[config.mk]
export PLATFORM = sky130hd
export DESIGN_NAME = cnn_ctrl_top
export DESIGN_NICKNAME = d
export VERILOG_FILES = /design/src/cnn_cmd_pkg.sv /design/src/cnn_ctrl_pkg.sv /design/src/cmd_fifo.sv /design/src/cmd_parser.sv /design/src/op_dispatcher.sv /design/src/cnn_ctrl_top.sv
export VERILOG_INCLUDE_DIRS = /design/src /design/src/src
export SDC_FILE = /design/constraint.sdc
export NUM_CORES = 1
export LEC_CHECK = 0
export BUFFER_PORTS_ARGS = -buffer_cell sky130_fd_sc_hd__buf_4
export CORE_ASPECT_RATIO = 2
export CORE_MARGIN = 2
export CORE_UTILIZATION = 45
export DETAILED_ROUTE_END_ITERATION = 8
export PLACE_DENSITY_LB_ADDON = 0.12
export SYNTH_ARGS = -nofsm -noshare
export SYNTH_HDL_FRONTEND = slang
export SYNTH_SLANG_ARGS = --single-unit
[constraint.sdc]
create_clock -name clk -period 7.8 [get_ports clk]
set_clock_uncertainty 0.2 [all_clocks]
set_input_delay 1.56 -clock clk [delete_from_list [all_inputs] [get_ports clk]]
set_output_delay 1.56 -clock clk [all_outputs]
set_load 0.03 [all_outputs]
[src/cnn_ctrl_config.svh]
`ifndef CNN_CTRL_CONFIG_SVH
`define CNN_CTRL_CONFIG_SVH

// 32-bit words per layer command
`define CNN_CMD_WORDS 6

// Command FIFO entries, kept to a power of two
`define CNN_FIFO_DEPTH 16

// Memory address width for data, weight and write-back
`define CNN_ADDR_W 32

`endif

[src/cnn_cmd_pkg.sv]
package cnn_cmd_pkg;

    // Layer operation codes, 6 and 7 unused
    typedef enum logic [2:0] {
        op_idle        = 3'd0,
        op_conv1x1     = 3'd1,
        op_conv3x3     = 3'd2,
        op_conv3x3_pad = 3'd3,
        op_maxpool3    = 3'd4,
        op_avepool13   = 3'd5
    } op_e;

    // Six command words, word 5 in the top bits and word 0 at the bottom
    typedef struct packed {
        // Word 5
        logic [31:0] wb_addr;
        // Word 4
        logic [31:0] data_addr;
        // Word 3
        logic [31:0] wt_addr;
        // Word 2, output kernel size on top
        logic [15:0] okn_size;
        logic [15:0] ikn_size;
        // Word 1, output channel count on top
        logic [15:0] och_size;
        logic [15:0] ich_size;
        // Word 0, surface stride up to 224*224
        logic [15:0] surf_stride;
        // Line stride up to 224
        logic [7:0]  line_stride;
        // Spare bits 7:4 of word 0
        logic [3:0]  rsvd;
        logic        padding;
        op_e         op;
    } layer_desc_t;

endpackage

[src/cnn_ctrl_pkg.sv]
package cnn_ctrl_pkg;

    // Sequencer states
    typedef enum logic [2:0] {
        // Waiting for op_en
        st_idle,
        // Pulling one command through the parser
        st_collect,
        // Decode and address setup
        st_issue,
        // Engine busy until its valid
        st_wait,
        // FIFO drained, irq held
        st_finish
    } seq_state_e;

    // One-hot engine select, all zero when nothing runs
    typedef struct packed {
        logic conv;
        logic maxpool;
        logic avepool;
    } engine_sel_t;

endpackage

[src/cmd_fifo.sv]
`timescale 1ns/1ps
`include "cnn_ctrl_config.svh"

module cmd_fifo (
    input  logic        clk,
    input  logic        rst_n,
    input  logic        wr,
    input  logic [31:0] wdata,
    input  logic        rd_en,
    output logic [31:0] head,
    output logic        empty,
    output logic        full
);

    localparam int AW = $clog2(`CNN_FIFO_DEPTH);

    // Storage, no reset needed
    logic [31:0] mem [`CNN_FIFO_DEPTH];

    // Extra MSB tells full from empty
    logic [AW:0] wr_ptr;
    logic [AW:0] rd_ptr;

    logic do_wr;
    logic do_rd;

    // Writes into a full FIFO are lost
    assign do_wr = wr && !full;
    assign do_rd = rd_en && !empty;

    always_ff @(posedge clk) begin
        if (do_wr) begin
            mem[wr_ptr[AW-1:0]] <= wdata;
        end
    end

    always_ff @(posedge clk or negedge rst_n) begin
        if (!rst_n) begin
            wr_ptr <= '0;
            rd_ptr <= '0;
        end else begin
            // Pointers move independently, so read plus write keeps the count
            if (do_wr) begin
                wr_ptr <= wr_ptr + 1'b1;
            end
            if (do_rd) begin
                rd_ptr <= rd_ptr + 1'b1;
            end
        end
    end

    // First word falls through
    assign head  = mem[rd_ptr[AW-1:0]];
    assign empty = (wr_ptr == rd_ptr);
    // Same index, wrapped once
    assign full  = (wr_ptr[AW] != rd_ptr[AW]) && (wr_ptr[AW-1:0] == rd_ptr[AW-1:0]);

endmodule

[src/cmd_parser.sv]
`timescale 1ns/1ps
`include "cnn_ctrl_config.svh"

module cmd_parser (
    input  logic                     clk,
    input  logic                     rst_n,
    input  logic                     fetch_req,
    input  logic [31:0]              fifo_head,
    input  logic                     fifo_empty,
    output logic                     fifo_rd_en,
    output cnn_cmd_pkg::layer_desc_t desc,
    output logic                     desc_done
);

    localparam int CNT_W = $clog2(`CNN_CMD_WORDS + 1);

    // Words popped so far for this command
    logic [CNT_W-1:0] cnt;
    logic             last_pop;

    // Pop while requested, data present and command incomplete
    assign fifo_rd_en = fetch_req && !fifo_empty && (cnt < CNT_W'(`CNN_CMD_WORDS));
    assign last_pop   = fifo_rd_en && (cnt == CNT_W'(`CNN_CMD_WORDS - 1));

    always_ff @(posedge clk or negedge rst_n) begin
        if (!rst_n) begin
            cnt       <= '0;
            desc_done <= 1'b0;
        end else if (!fetch_req) begin
            // Fresh count for every fetch
            cnt       <= '0;
            desc_done <= 1'b0;
        end else begin
            if (fifo_rd_en) begin
                cnt <= cnt + 1'b1;
            end
            // Pulse one cycle after the sixth word
            desc_done <= last_pop;
        end
    end

    // Field fill by word index, held until the next fetch
    always_ff @(posedge clk) begin
        if (fifo_rd_en) begin
            case (int'(cnt))
                0: begin
                    desc.op          <= cnn_cmd_pkg::op_e'(fifo_head[2:0]);
                    desc.padding     <= fifo_head[3];
                    desc.rsvd        <= fifo_head[7:4];
                    desc.line_stride <= fifo_head[15:8];
                    desc.surf_stride <= fifo_head[31:16];
                end
                1: begin
                    desc.ich_size <= fifo_head[15:0];
                    desc.och_size <= fifo_head[31:16];
                end
                2: begin
                    desc.ikn_size <= fifo_head[15:0];
                    desc.okn_size <= fifo_head[31:16];
                end
                3: begin
                    desc.wt_addr <= fifo_head;
                end
                4: begin
                    desc.data_addr <= fifo_head;
                end
                5: begin
                    desc.wb_addr <= fifo_head;
                end
                default: begin
                end
            endcase
        end
    end

endmodule

[src/op_dispatcher.sv]
`timescale 1ns/1ps
`include "cnn_ctrl_config.svh"

module op_dispatcher (
    input  logic                     clk,
    input  logic                     rst_n,
    input  logic                     op_en,
    input  cnn_cmd_pkg::layer_desc_t desc,
    input  logic                     desc_done,
    input  logic                     fifo_empty,
    output logic                     fetch_req,
    input  logic                     conv_valid,
    input  logic                     maxpool_valid,
    input  logic                     avepool_valid,
    output logic                     conv_ready,
    output logic                     maxpool_ready,
    output logic                     avepool_ready,
    output logic                     data_rd_en,
    output logic                     weight_rd_en,
    output logic [`CNN_ADDR_W-1:0]   r_addr,
    output logic [`CNN_ADDR_W-1:0]   w_addr,
    output logic [`CNN_ADDR_W-1:0]   wt_addr,
    output cnn_cmd_pkg::op_e         op_type,
    output logic                     irq
);

    cnn_ctrl_pkg::seq_state_e  state;
    cnn_ctrl_pkg::seq_state_e  state_nxt;
    cnn_ctrl_pkg::engine_sel_t sel_dec;
    cnn_ctrl_pkg::engine_sel_t sel;
    logic                      op_done;

    // Engine decode from the parsed op
    always_comb begin
        sel_dec = '0;
        case (desc.op)
            cnn_cmd_pkg::op_conv1x1,
            cnn_cmd_pkg::op_conv3x3,
            cnn_cmd_pkg::op_conv3x3_pad: sel_dec.conv = 1'b1;
            cnn_cmd_pkg::op_maxpool3:    sel_dec.maxpool = 1'b1;
            cnn_cmd_pkg::op_avepool13:   sel_dec.avepool = 1'b1;
            // Idle and unused codes select nothing
            default:                     sel_dec = '0;
        endcase
    end

    // Only the active engine's valid counts; empty select is done at once
    assign op_done = (sel.conv && conv_valid) ||
                     (sel.maxpool && maxpool_valid) ||
                     (sel.avepool && avepool_valid) ||
                     (sel == '0);

    always_comb begin
        state_nxt = state;
        case (state)
            cnn_ctrl_pkg::st_idle: begin
                if (op_en) begin
                    state_nxt = cnn_ctrl_pkg::st_collect;
                end
            end
            cnn_ctrl_pkg::st_collect: begin
                if (desc_done) begin
                    state_nxt = cnn_ctrl_pkg::st_issue;
                end
            end
            // Single cycle
            cnn_ctrl_pkg::st_issue: state_nxt = cnn_ctrl_pkg::st_wait;
            cnn_ctrl_pkg::st_wait: begin
                if (op_done) begin
                    // More commands queued, fetch the next
                    state_nxt = fifo_empty ? cnn_ctrl_pkg::st_finish : cnn_ctrl_pkg::st_collect;
                end
            end
            cnn_ctrl_pkg::st_finish: begin
                if (op_en) begin
                    state_nxt = cnn_ctrl_pkg::st_collect;
                end
            end
            default: state_nxt = cnn_ctrl_pkg::st_idle;
        endcase
    end

    always_ff @(posedge clk or negedge rst_n) begin
        if (!rst_n) begin
            state <= cnn_ctrl_pkg::st_idle;
            sel   <= '0;
            irq   <= 1'b0;
        end else begin
            state <= state_nxt;
            if (state == cnn_ctrl_pkg::st_issue) begin
                sel <= sel_dec;
            end else if (state == cnn_ctrl_pkg::st_wait && op_done) begin
                sel <= '0;
            end
            // Sticky until the next start
            if (state == cnn_ctrl_pkg::st_wait && op_done && fifo_empty) begin
                irq <= 1'b1;
            end else if ((state == cnn_ctrl_pkg::st_idle || state == cnn_ctrl_pkg::st_finish) &&
                         op_en) begin
                irq <= 1'b0;
            end
        end
    end

    // Addresses and op loaded with the select
    always_ff @(posedge clk) begin
        if (state == cnn_ctrl_pkg::st_issue) begin
            r_addr  <= desc.data_addr;
            w_addr  <= desc.wb_addr;
            wt_addr <= desc.wt_addr;
            op_type <= desc.op;
        end
    end

    assign fetch_req     = (state == cnn_ctrl_pkg::st_collect);
    assign conv_ready    = sel.conv;
    assign maxpool_ready = sel.maxpool;
    assign avepool_ready = sel.avepool;
    // Data port for any engine, weight port for convolution only
    assign data_rd_en    = sel.conv || sel.maxpool || sel.avepool;
    assign weight_rd_en  = sel.conv;

endmodule

[src/cnn_ctrl_top.sv]
`timescale 1ns/1ps
`include "cnn_ctrl_config.svh"

module cnn_ctrl_top (
    input  logic                   clk,
    input  logic                   rst_n,
    input  logic                   op_en,
    input  logic                   cmd_wr,
    input  logic [31:0]            cmd_wdata,
    output logic                   cmd_full,
    input  logic                   conv_valid,
    input  logic                   maxpool_valid,
    input  logic                   avepool_valid,
    output logic                   fetch_req,
    output logic                   conv_ready,
    output logic                   maxpool_ready,
    output logic                   avepool_ready,
    output logic                   data_rd_en,
    output logic                   weight_rd_en,
    output logic [`CNN_ADDR_W-1:0] r_addr,
    output logic [`CNN_ADDR_W-1:0] w_addr,
    output logic [`CNN_ADDR_W-1:0] wt_addr,
    output cnn_cmd_pkg::op_e       op_type,
    output logic                   irq
);

    // FIFO to parser
    logic [31:0]              fifo_head;
    logic                     fifo_empty;
    logic                     fifo_rd_en;
    // Parser to dispatcher
    cnn_cmd_pkg::layer_desc_t desc;
    logic                     desc_done;

    cmd_fifo u_fifo (
        .clk   (clk),
        .rst_n (rst_n),
        .wr    (cmd_wr),
        .wdata (cmd_wdata),
        .rd_en (fifo_rd_en),
        .head  (fifo_head),
        .empty (fifo_empty),
        .full  (cmd_full)
    );

    cmd_parser u_parser (
        .clk        (clk),
        .rst_n      (rst_n),
        .fetch_req  (fetch_req),
        .fifo_head  (fifo_head),
        .fifo_empty (fifo_empty),
        .fifo_rd_en (fifo_rd_en),
        .desc       (desc),
        .desc_done  (desc_done)
    );

    op_dispatcher u_disp (
        .clk           (clk),
        .rst_n         (rst_n),
        .op_en         (op_en),
        .desc          (desc),
        .desc_done     (desc_done),
        .fifo_empty    (fifo_empty),
        .fetch_req     (fetch_req),
        .conv_valid    (conv_valid),
        .maxpool_valid (maxpool_valid),
        .avepool_valid (avepool_valid),
        .conv_ready    (conv_ready),
        .maxpool_ready (maxpool_ready),
        .avepool_ready (avepool_ready),
        .data_rd_en    (data_rd_en),
        .weight_rd_en  (weight_rd_en),
        .r_addr        (r_addr),
        .w_addr        (w_addr),
        .wt_addr       (wt_addr),
        .op_type       (op_type),
        .irq           (irq)
    );

endmodule

==> flow_metrics.tcl, run 1 <==
set metrics [dict create \
    status "completed" \
    hold_path_depth 0 \
    gp_congestion 0.780 \
    critPathMaxStageDelay_ns 0.88 \
    maxSlewHeadroom 0.393 \
    r2r-end "u_fifo.mem[1][19]$_DFFE_PP_" \
    synth.avg_cell_area_sq_um 23.3 \
    port_buffers 145 \
    hold_path_end "u_disp.r_addr[21]$_DFFE_PP_" \
    p_leak_uw 0.0100 \
    core_area_sq_um 58200 \
    rsz0062_at_grt "no" \
    drtAntennaViolNets 0 \
    synth-seq-area-share 0.825 \
    path_cells "xnor2_1 > nand4_1 > nor2_1 > buf_4" \
    post_drt_wl_per_cell_microns 26.3 \
    ios 146 \
    drtIter0Drc 965 \
    setup_viol 0 \
    critical_path_required_ns 6.04 \
    cp_slowest_cell "dfrtp_4" \
    synthCells 1138 \
    cts_tree "done" \
    final_cell_mix "edfxtp_1 (710), buf_4 (174), mux4_2 (128)" \
    dieHeight_microns 347 \
    grt_pass1_wl_microns 81100 \
    vdd_drop_max_mv 0.262 \
    grt_use_total 0.187 \
    htree_num_levels 2 \
    cts_resized 0 \
    cts_setup_buffers 0 \
    clock_latency_ns 0.62 \
    path_clk_slew_ns 0.07 \
    synth.top_cell.area_share 0.805 \
    slew_viol_final 0 \
    synth_ff_type "edfxtp_1" \
    area_growth_pct 16.0 \
    final_common_cell "edfxtp_1" \
    fp.dieW_microns 176 \
    num_vias 11700 \
    fin_area_sq_um 30700 \
    drtPass1Iterations 5 \
    pwr-share-seq 0.471 \
    num_antenna_cells 0 \
    overflow 0 \
    cts_buffers 61 \
    fin_crit_sh 0.626 \
    dpl.hpwl_microns 29000 \
    yosys.area.top_type "edfxtp_1" \
    synth_top_family_by_area "multiplexers" \
    grt_pass1_vias 12400 \
    synth-seq-cells 731 \
    ctsLongestPathBuffers 3 \
    cts.sinks 731 \
    r2r_cells 5 \
    crit_type "reg2out" \
    placed_area_sq_um 28600 \
    start_util 0.455 \
    die_area_sq_um 60900 \
    place_ws_ns 3.57 \
    p_int_uw 7890 \
    finalNetCount 1370 \
    fmax_mhz 205 \
    finalPower_uw 11100 \
    worst_ep_arrival_time_ns 3.12 \
    holdCritStartpoint "u_parser.desc[149]$_DFFE_PP_" \
    hold_viol_final 0 \
    muxShareOfSynthArea 0.110 \
    synthTopCellsByArea "edfxtp_1 (81%), mux4_2 (11%), dfrtp_1 (2.0%)" \
    ff2ff_setup_slack_ns 4.05 \
    synth_compound_area_frac 0.0250 \
    synth-simple-area-share 0.0185 \
    root_buffer "clkbuf_16" \
    synth_cell_types 43 \
    cts_hold_buf 0 \
    power_frac_comb 0.238 \
    rows 125 \
    clock_power_share 0.291 \
    cp_max_fo 33 \
    layout-drive-gt1-share 0.310 \
    synth_edf_count 710 \
    endpoint_kind "output port" \
    detail_route.wirelength_microns 56100 \
    start_kind "flop" \
    syn_nets 1186 \
    fin_setup_tns_ns 0 \
    synthAdderAreaFrac 0.00425 \
    synth_xor_area_frac 0.00397 \
    worst_slack_ns 2.92 \
    drv_cap 0 \
    period_minus_slack_ns 4.88 \
    power.switching_uw 3210 \
    antenna_found_initial 3 \
    netlist_area_sq_um 26500 \
    grt_max_degree 101 \
    synthArstFlopShare 0.0287 \
    worst_pin_slew_ns 0.910 \
    powerDensity_nw_per_um2 362 \
    drc 0 \
    r2r-start "u_fifo.rd_ptr[0]$_DFFE_PN0P_" \
    vias_per_cell 5.51 \
    hold_path.class "reg2reg" \
    swShare 0.289 \
    ys.warnings.count 0 \
]
==> Yosys cell counts, types with 7 or more instances <==
master / n
edfxtp_1: 710
mux4_2: 128
a22oi_1: 64
nand2_1: 41
clkbuf_1: 21
dfrtp_1: 21
nor2_1: 17
buf_2: 14
buf_6: 9
ha_1: 9
xnor2_1: 9
inv_1: 8
nor3_1: 8
nand4_1: 7
==> through the flow <==
step | instances | util | hold slack [ns]
after floorplan | 1138 | - | 0.200
final | 2133 | 0.528 | 0.217
after global placement | 2021 | 0.491 | 0.203
after CTS | 2133 | 0.528 | 0.217
after detailed placement | 2021 | 0.491 | 0.205
after global routing | 2133 | 0.528 | 0.223
==> state kept, by name, summed over array words and instances (netlist names), 3 cells and up <==
| signal | flops |
|---|---|
| u_disp.op_type | 3 |
| u_disp.r_addr | 32 |
| u_disp.state | 3 |
| u_disp.w_addr | 32 |
| u_disp.wt_addr | 32 |
| u_fifo.mem | 512 |
| u_fifo.rd_ptr | 5 |
| u_fifo.wr_ptr | 5 |
| u_parser.cnt | 3 |
| u_parser.desc | 99 |
==> layer usage <==
metal / up-vias / track usage / share of wire
li1: 5117 / - / -
met1: 6174 / 0.225 / 0.38
met2: 342 / 0.339 / 0.54
met3: 106 / 0.0297 / 0.051
met4: 6 / 0.0631 / 0.029
met5: - / 0 / 0.00057
==> power groups by stage <==
stage,clock network (uW),logic (uW),registers (uW)
after floorplan,0,1860,5260
after global placement,0,2670,5300
after detailed placement,0,2700,5320
after CTS,3300,2700,5240
after global routing,3430,2860,5280
final,3230,2640,5230
==> final cells by class <==
cell class,count,area (sq um)
Inverter,8,30.0
Fill cell,4550,27500
Tap cell,762,953
Clock buffer,72,1610
Sequential cell,731,21900
Clock inverter,40,517
Multi-Input combinational cell,345,4420
Timing Repair Buffer,175,1330
==> worst max-delay path by stage <==
stage                                 start                          endpoint  slack (ns)  cells after the start
6_report       u_fifo.rd_ptr[0]$_DFFE_PN0P_                          cmd_full        2.92                      4
5_1_grt        u_fifo.rd_ptr[0]$_DFFE_PN0P_                          cmd_full        2.74                      4
4_1_cts        u_fifo.rd_ptr[0]$_DFFE_PN0P_                          cmd_full        2.88                      4
3_5_place_dp   u_fifo.rd_ptr[0]$_DFFE_PN0P_                          cmd_full        3.57                      4
3_3_place_gp   u_fifo.rd_ptr[0]$_DFFE_PN0P_                          cmd_full        3.56                      4
2_1_floorplan   u_disp.state[2]$_DFFE_PN0P_  u_disp.avepool_ready$_DFFE_PN0P_        2.21                      4
==> cells by family after synthesis <==
group	after synthesis
xor gates and xnor gates	12
and+or+nand+nor	103
buffers and inverters	62
adders and majority gates	9
AOI/OAI and AO/OA	90
muxes	131
DFF	731
==> worst max-delay path: cells and delay by family (launching register included) <==
kind,cells,cell delay [ns]
buf+inv,1,0.29
simple gates,2,1.12
xor+xnor,1,0.21
flops,1,0.88
(Power assumes the default switching activity.)
==> run 2, diff against run 1 <==
clock period = 4.75 ns   (was 7.8 ns; I/O delays follow)
==> run 2 against run 1 <==
  * Core utilization fell by 0.086 points
  * Critical path depth did not move
  * Register-to-register slack got worse by 2.4 ns
  * Sequential power up 62%
  * Hold slack lost 0.19 ns
  * Sequential share of layout area up 0.12 points
  * Combinational power rose by 69%
  * Die area stayed put
  * First-iteration DRC count unchanged
  * Final cell count hardly changed
  * Wire length shrank 5.5%
  * Clock-buffer cell count fell by 4
  * Largest cell class unchanged
  * Highest routed layer unchanged
==> flow_metrics.tcl, run 2 (same netlist as run 1, synthesis figures left out) <==
set metrics [dict create \
    layout-drive-gt1-share 0.307 \
    path_clk_slew_ns 0.07 \
    ios 146 \
    fp.dieW_microns 176 \
    stdcell_count 2132 \
    grt_pass1_wl_microns 79000 \
    drtIter0Drc 965 \
    vias_per_cell 5.51 \
    dieHeight_microns 347 \
    cts_tree "done" \
    r2r-start "u_fifo.rd_ptr[4]$_DFFE_PN0P_" \
    setup_viol 0 \
    grt_util_met1 0.224 \
    vdd_drop_max_mv 0.453 \
    finalNetCount 1372 \
    hold_viol_final 0 \
    hold_slack_ns 0.0273 \
    cp_max_fo 14 \
    filler_cell_count 4562 \
    slew_viol_final 0 \
    cts.sinks 731 \
    rows 125 \
    p_leak_uw 0.00998 \
    grt_max_degree 132 \
    core_area_sq_um 58200 \
    worst_pin_slew_ns 1.15 \
    fin_setup_tns_ns 0 \
    powerDensity_nw_per_um2 588 \
    drv_cap 0 \
    cp_slowest_cell "nor2_1" \
    r2r_cells 4 \
    dpl.hpwl_microns 29200 \
    fin_crit_sh 0.864 \
    crit_type "reg2out" \
    grt_pass1_vias 12400 \
    grt_use_total 0.178 \
    rsz0062_at_grt "no" \
    r2r-end "u_fifo.mem[10][20]$_DFFE_PP_" \
    die_area_sq_um 60900 \
    overflow 0 \
    largest_reg_flops 512 \
    cts_setup_buffers 0 \
    ctsLongestPathBuffers 3 \
    period_minus_slack_ns 4.10 \
    placed_area_sq_um 28600 \
    root_buffer "clkbuf_16" \
    htree_num_levels 2 \
    place_ws_ns 1.10 \
    final_cell_mix "edfxtp_1 (710), buf_4 (175), mux4_2 (128)" \
    gp_congestion 0.748 \
    fmax_mhz 244 \
    status "completed" \
    antenna_found_initial 1 \
    drtPass1Iterations 5 \
    path_cells "xnor2_1 > nand4_1 > nor2_1 > buf_4" \
    clock_latency_ns 0.61 \
    drtAntennaViolNets 0 \
    start_kind "flop" \
    maxSlewHeadroom 0.231 \
    fin_area_sq_um 30700 \
    ff2ff_setup_slack_ns 1.63 \
    use_met3 0.0246 \
    cts_resized 0 \
    start_util 0.455 \
    worst_ep_arrival_time_ns 2.95 \
    critical_path_required_ns 3.60 \
    cts_buffers 60 \
    detail_route.wirelength_microns 53000 \
    area_growth_pct 15.8 \
    num_antenna_cells 0 \
    port_buffers 145 \
    hold_path.class "in2async" \
    num_vias 11800 \
    critPathMaxStageDelay_ns 0.81 \
    top_usage_layer "met2" \
    drc 0 \
    dp_cells 2024 \
    endpoint_kind "output port" \
    met2_usage 0.319 \
    cts_hold_buf 0 \
    final_common_cell "edfxtp_1" \
    post_drt_wl_per_cell_microns 24.9 \
    worst_slack_ns 0.646 \
]
[run 2: cell types whose count changed in the layout (fill, tap and decap cells not counted), moves of 2 or more]
cell | before | now
clkinv_1 | 9 | 16
clkinvlp_4 | 5 | 2
clkbuf_16 | 63 | 61
inv_6 | 4 | 0
buf_12 | 1 | 3
clkbuf_1 | 9 | 7
[run 2: per-layer routing]
layer	wire [microns]	part of all wire
met5	13	0.00025
met4	1290	0.024
met2	28500	0.54
met3	2390	0.045
met1	20800	0.39
[run 2: metrics by stage]
| stage | power (uW) | util |
|---|---|---|
| 3_5_place_dp | 13200 | 0.492 |
| 5_1_grt | 18800 | 0.527 |
| 2_1_floorplan | 11700 | - |
| 4_1_cts | 18300 | 0.527 |
| 6_report | 18000 | 0.527 |
| 3_3_place_gp | 13100 | 0.492 |
[run 2: cell type report]
cell class / instances / area (sq um) / share of cell area
Clock buffer: 68 / 1550 / 0.0506
Clock inverter: 40 / 470 / 0.0153
Inverter: 8 / 30.0 / 0.000979
Multi-Input combinational cell: 345 / 4430 / 0.144
Sequential cell: 731 / 21900 / 0.713
Tap cell: 762 / 953 / 0.0311
Timing Repair Buffer: 178 / 1370 / 0.0448
[run 2: report_power, final]
group / total (uW) / switching (uW) / internal (uW) / leakage [uW]
Sequential: 8480 / 300 / 8180 / 0.00668
Combinational: 4450 / 2720 / 1740 / 0.00232
Clock: 5100 / 2170 / 2930 / 0.000986
[run 2: critical path, delay by kind of cell (launching register included)]
kind,cells,cell delay (ns)
xor gates and xnor gates,1,0.24
buffers and inverters,1,0.29
DFF,1,0.62
and+or+nand+nor,2,1.20
[run 2: how the worst max path moves through the flow]
stage                                 start                           end  slack [ns]  cells past startpoint
2_1_floorplan  u_fifo.rd_ptr[4]$_DFFE_PN0P_    u_fifo.mem[1][0]$_DFFE_PP_        0.61                      4
3_3_place_gp   u_fifo.rd_ptr[4]$_DFFE_PN0P_   u_fifo.mem[9][18]$_DFFE_PP_        1.23                      4
3_5_place_dp   u_fifo.rd_ptr[4]$_DFFE_PN0P_  u_fifo.mem[10][22]$_DFFE_PP_        1.10                      4
4_1_cts        u_fifo.rd_ptr[4]$_DFFE_PN0P_                      cmd_full        0.55                      3
5_1_grt        u_fifo.rd_ptr[0]$_DFFE_PN0P_                      cmd_full        0.44                      4
6_report       u_fifo.rd_ptr[0]$_DFFE_PN0P_                      cmd_full        0.65                      4
==> run 3, diff against run 2 <==
ABC_AREA = 1   (was default)
==> run 3 against run 2 <==
  * Design area increased by 1.7%
  * Sequential share of layout area shrank 1.2 points
  * Hold slack improved by 0.19 ns
  * Sequential power shrank 0.8%
  * Non-clock buffer count up 3
  * Setup slack gained 0.53 ns
  * Register-to-register slack got worse by 0.45 ns
  * Final cell count up 32%
  * Core utilization shrank 0.62 points
  * Synthesized cell count is 63% higher
  * Total power up 3.3%
  * Critical endpoint is now u_parser.desc[174]$_DFFE_PP_
  * Largest cell class unchanged
==> flow_metrics.tcl, run 3 <==
set metrics [dict create \
    critical_path_required_ns 4.83 \
    dpl.hpwl_microns 34900 \
    hold_viol_final 0 \
    yosys.area.top_type "edfxtp_1" \
    multi_input_area_sq_um 4900 \
    drtPass1Iterations 5 \
    cts.sinks 731 \
    overflow 0 \
    worst_pin_slew_ns 1.10 \
    drc 0 \
    drtIter0Drc 1308 \
    vias_per_cell 5.44 \
    synth-seq-cells 731 \
    fin_crit_sh 0.751 \
    ctsLongestPathBuffers 3 \
    yosysMostFrequentCell "edfxtp_1" \
    final_common_cell "edfxtp_1" \
    placed_area_sq_um 29200 \
    path_cells "buf_4 > buf_4 > nor2_1 > o21ai_0 > o211ai_1 > nand3_1 > nand3_1" \
    setup_viol 0 \
    holdCritStartpoint "u_parser.desc[111]$_DFFE_PP_" \
    period_minus_slack_ns 3.57 \
    critPathMaxStageDelay_ns 0.88 \
    path_clk_slew_ns 0.07 \
    root_buffer "clkbuf_16" \
    grt_pass1_wl_microns 93000 \
    drv_cap 0 \
    core_area_sq_um 59900 \
    syn_nets 1904 \
    post_drt_wl_per_cell_microns 22.0 \
    grt_use_total 0.199 \
    r2r-start "u_fifo.rd_ptr[1]$_DFFE_PN0P_" \
    fmax_mhz 280 \
    synthTopCellsByArea "edfxtp_1 (78%), o21ai_0 (4.8%), nor2_1 (4.8%)" \
    start_util 0.455 \
    cts_buffers 58 \
    r2r_cells 7 \
    synth_ff_type "edfxtp_1" \
    grt_max_degree 101 \
    cts_setup_buffers 0 \
    hold_path.class "reg2reg" \
    hold_path_depth 0 \
    ff2ff_setup_slack_ns 1.18 \
    finish.utilization 0.521 \
    worst_ep_arrival_time_ns 3.65 \
    cp_max_fo 98 \
    dp_cells 2703 \
    maxSlewHeadroom 0.264 \
    filler_cell_count 4881 \
    p_leak_uw 0.0103 \
    synthArstFlopShare 0.0287 \
    ios 146 \
    synthCells 1856 \
    gp_congestion 0.772 \
    htree_num_levels 2 \
    clock_latency_ns 0.62 \
    port_buffers 145 \
    cts_tree "done" \
    vdd_drop_max_mv 0.367 \
    synth-seq-area-share 0.802 \
    crit_type "reg2reg" \
    synth_cell_types 31 \
    cp_slowest_cell "buf_4" \
    hold_path_end "u_disp.wt_addr[15]$_DFFE_PP_" \
    synth.avg_cell_area_sq_um 14.7 \
    drtAntennaViolNets 0 \
    antenna_found_initial 0 \
    dieHeight_microns 352 \
    ys.warnings.count 0 \
    layout-drive-gt1-share 0.151 \
    rsz0062_at_grt "no" \
    endpoint_kind "flop" \
    detail_route.wirelength_microns 61900 \
    r2r-end "u_parser.desc[174]$_DFFE_PP_" \
    synth_commonest_cells "edfxtp_1 (710), nor2_1 (348), o21ai_0 (264)" \
    status "completed" \
    grt_pass1_vias 15200 \
    rows 127 \
    num_vias 15300 \
    fin_setup_tns_ns 0 \
    hold_slack_ns 0.217 \
    finalNetCount 2038 \
    register_area_sq_um 21900 \
    fin_area_sq_um 31200 \
    area_growth_pct 14.5 \
    powerDensity_nw_per_um2 597 \
    cts_resized 0 \
    netlist_area_sq_um 27200 \
    fp.dieW_microns 178 \
    largest_reg_flops 512 \
    start_kind "flop" \
    synth_edf_count 710 \
    final_cell_mix "edfxtp_1 (710), nor2_1 (328), o21ai_0 (264)" \
    die_area_sq_um 62700 \
    slew_viol_final 0 \
    synth.top_cell.area_share 0.782 \
    stdcell_count 2814 \
    cp-startpoint "u_fifo.rd_ptr[1]$_DFFE_PN0P_" \
]
## run 3: how the worst max path moves through the flow
stage	endpoint	slack, ns	cells after the start
floorplan	u_parser.desc[128]$_DFFE_PP_	0.65	10
global placement	u_parser.desc[110]$_DFFE_PP_	1.23	7
detailed placement	u_parser.desc[177]$_DFFE_PP_	1.17	6
CTS	u_parser.desc[145]$_DFFE_PP_	1.17	6
global route	u_parser.desc[174]$_DFFE_PP_	0.89	7
finish	u_parser.desc[174]$_DFFE_PP_	1.18	7
## run 3: per-layer routing
layer / GRT usage / up-vias / part of all wire
li1: - / 7105 / -
met1: 0.250 / 7633 / 0.40
met2: 0.350 / 459 / 0.52
met3: 0.0266 / 114 / 0.050
met4: 0.0695 / 0 / 0.032
met5: 0 / - / 0
## run 3: kinds of logic (layout without fill, tap and decap cells)
logic type,after synthesis,count (layout),share of synthesized area
XOR/XNOR,8,8,0.00257
other,0,1,0
buffers and inverters,142,325,0.0241
AND/OR/NAND/NOR,566,566,0.0851
AO/OA/AOI/OAI,400,400,0.0825
flip-flops,731,731,0.802
adder cells (fa/ha/maj),9,9,0.00413
## run 3: power breakdown
group / switching (uW) / leakage [uW] / internal (uW)
combinational: 3840 / 0.00268 / 1400
sequential: 269 / 0.00669 / 8150
clock: 2230 / 0.000945 / 2750
## run 3: cell type report
class,count,area share
timing repair buffer,181,0.0440
clock inverter,43,0.0154
multi-input combinational,983,0.157
tap,774,0.0310
inverter,35,0.00437
sequential,731,0.701
antenna,1,0.0000802
clock buffer,66,0.0475
## run 3: stage by stage
stage | power (uW) | setup WS [ns]
global route | 19600 | 0.891
global placement | 13800 | 1.23
CTS | 18800 | 1.17
detailed placement | 13900 | 1.17
finish | 18600 | 1.18
floorplan | 12000 | 0.647
## run 3: worst max-delay path, delay by kind of cell (launching register included)
kind / cells / cell delay, ns
buffers and inverters: 2 / 1.57
DFF: 1 / 0.64
and+or+nand+nor: 3 / 0.49
AOI/OAI and AO/OA: 2 / 0.23
## run 3: timing repair
| item | CTS | global route |
|---|---|---|
| endpoints found under the setup margin | 0 | 0 |
| hold endpoints to repair | 1 | 0 |
| hold buffers | 1 | 0 |
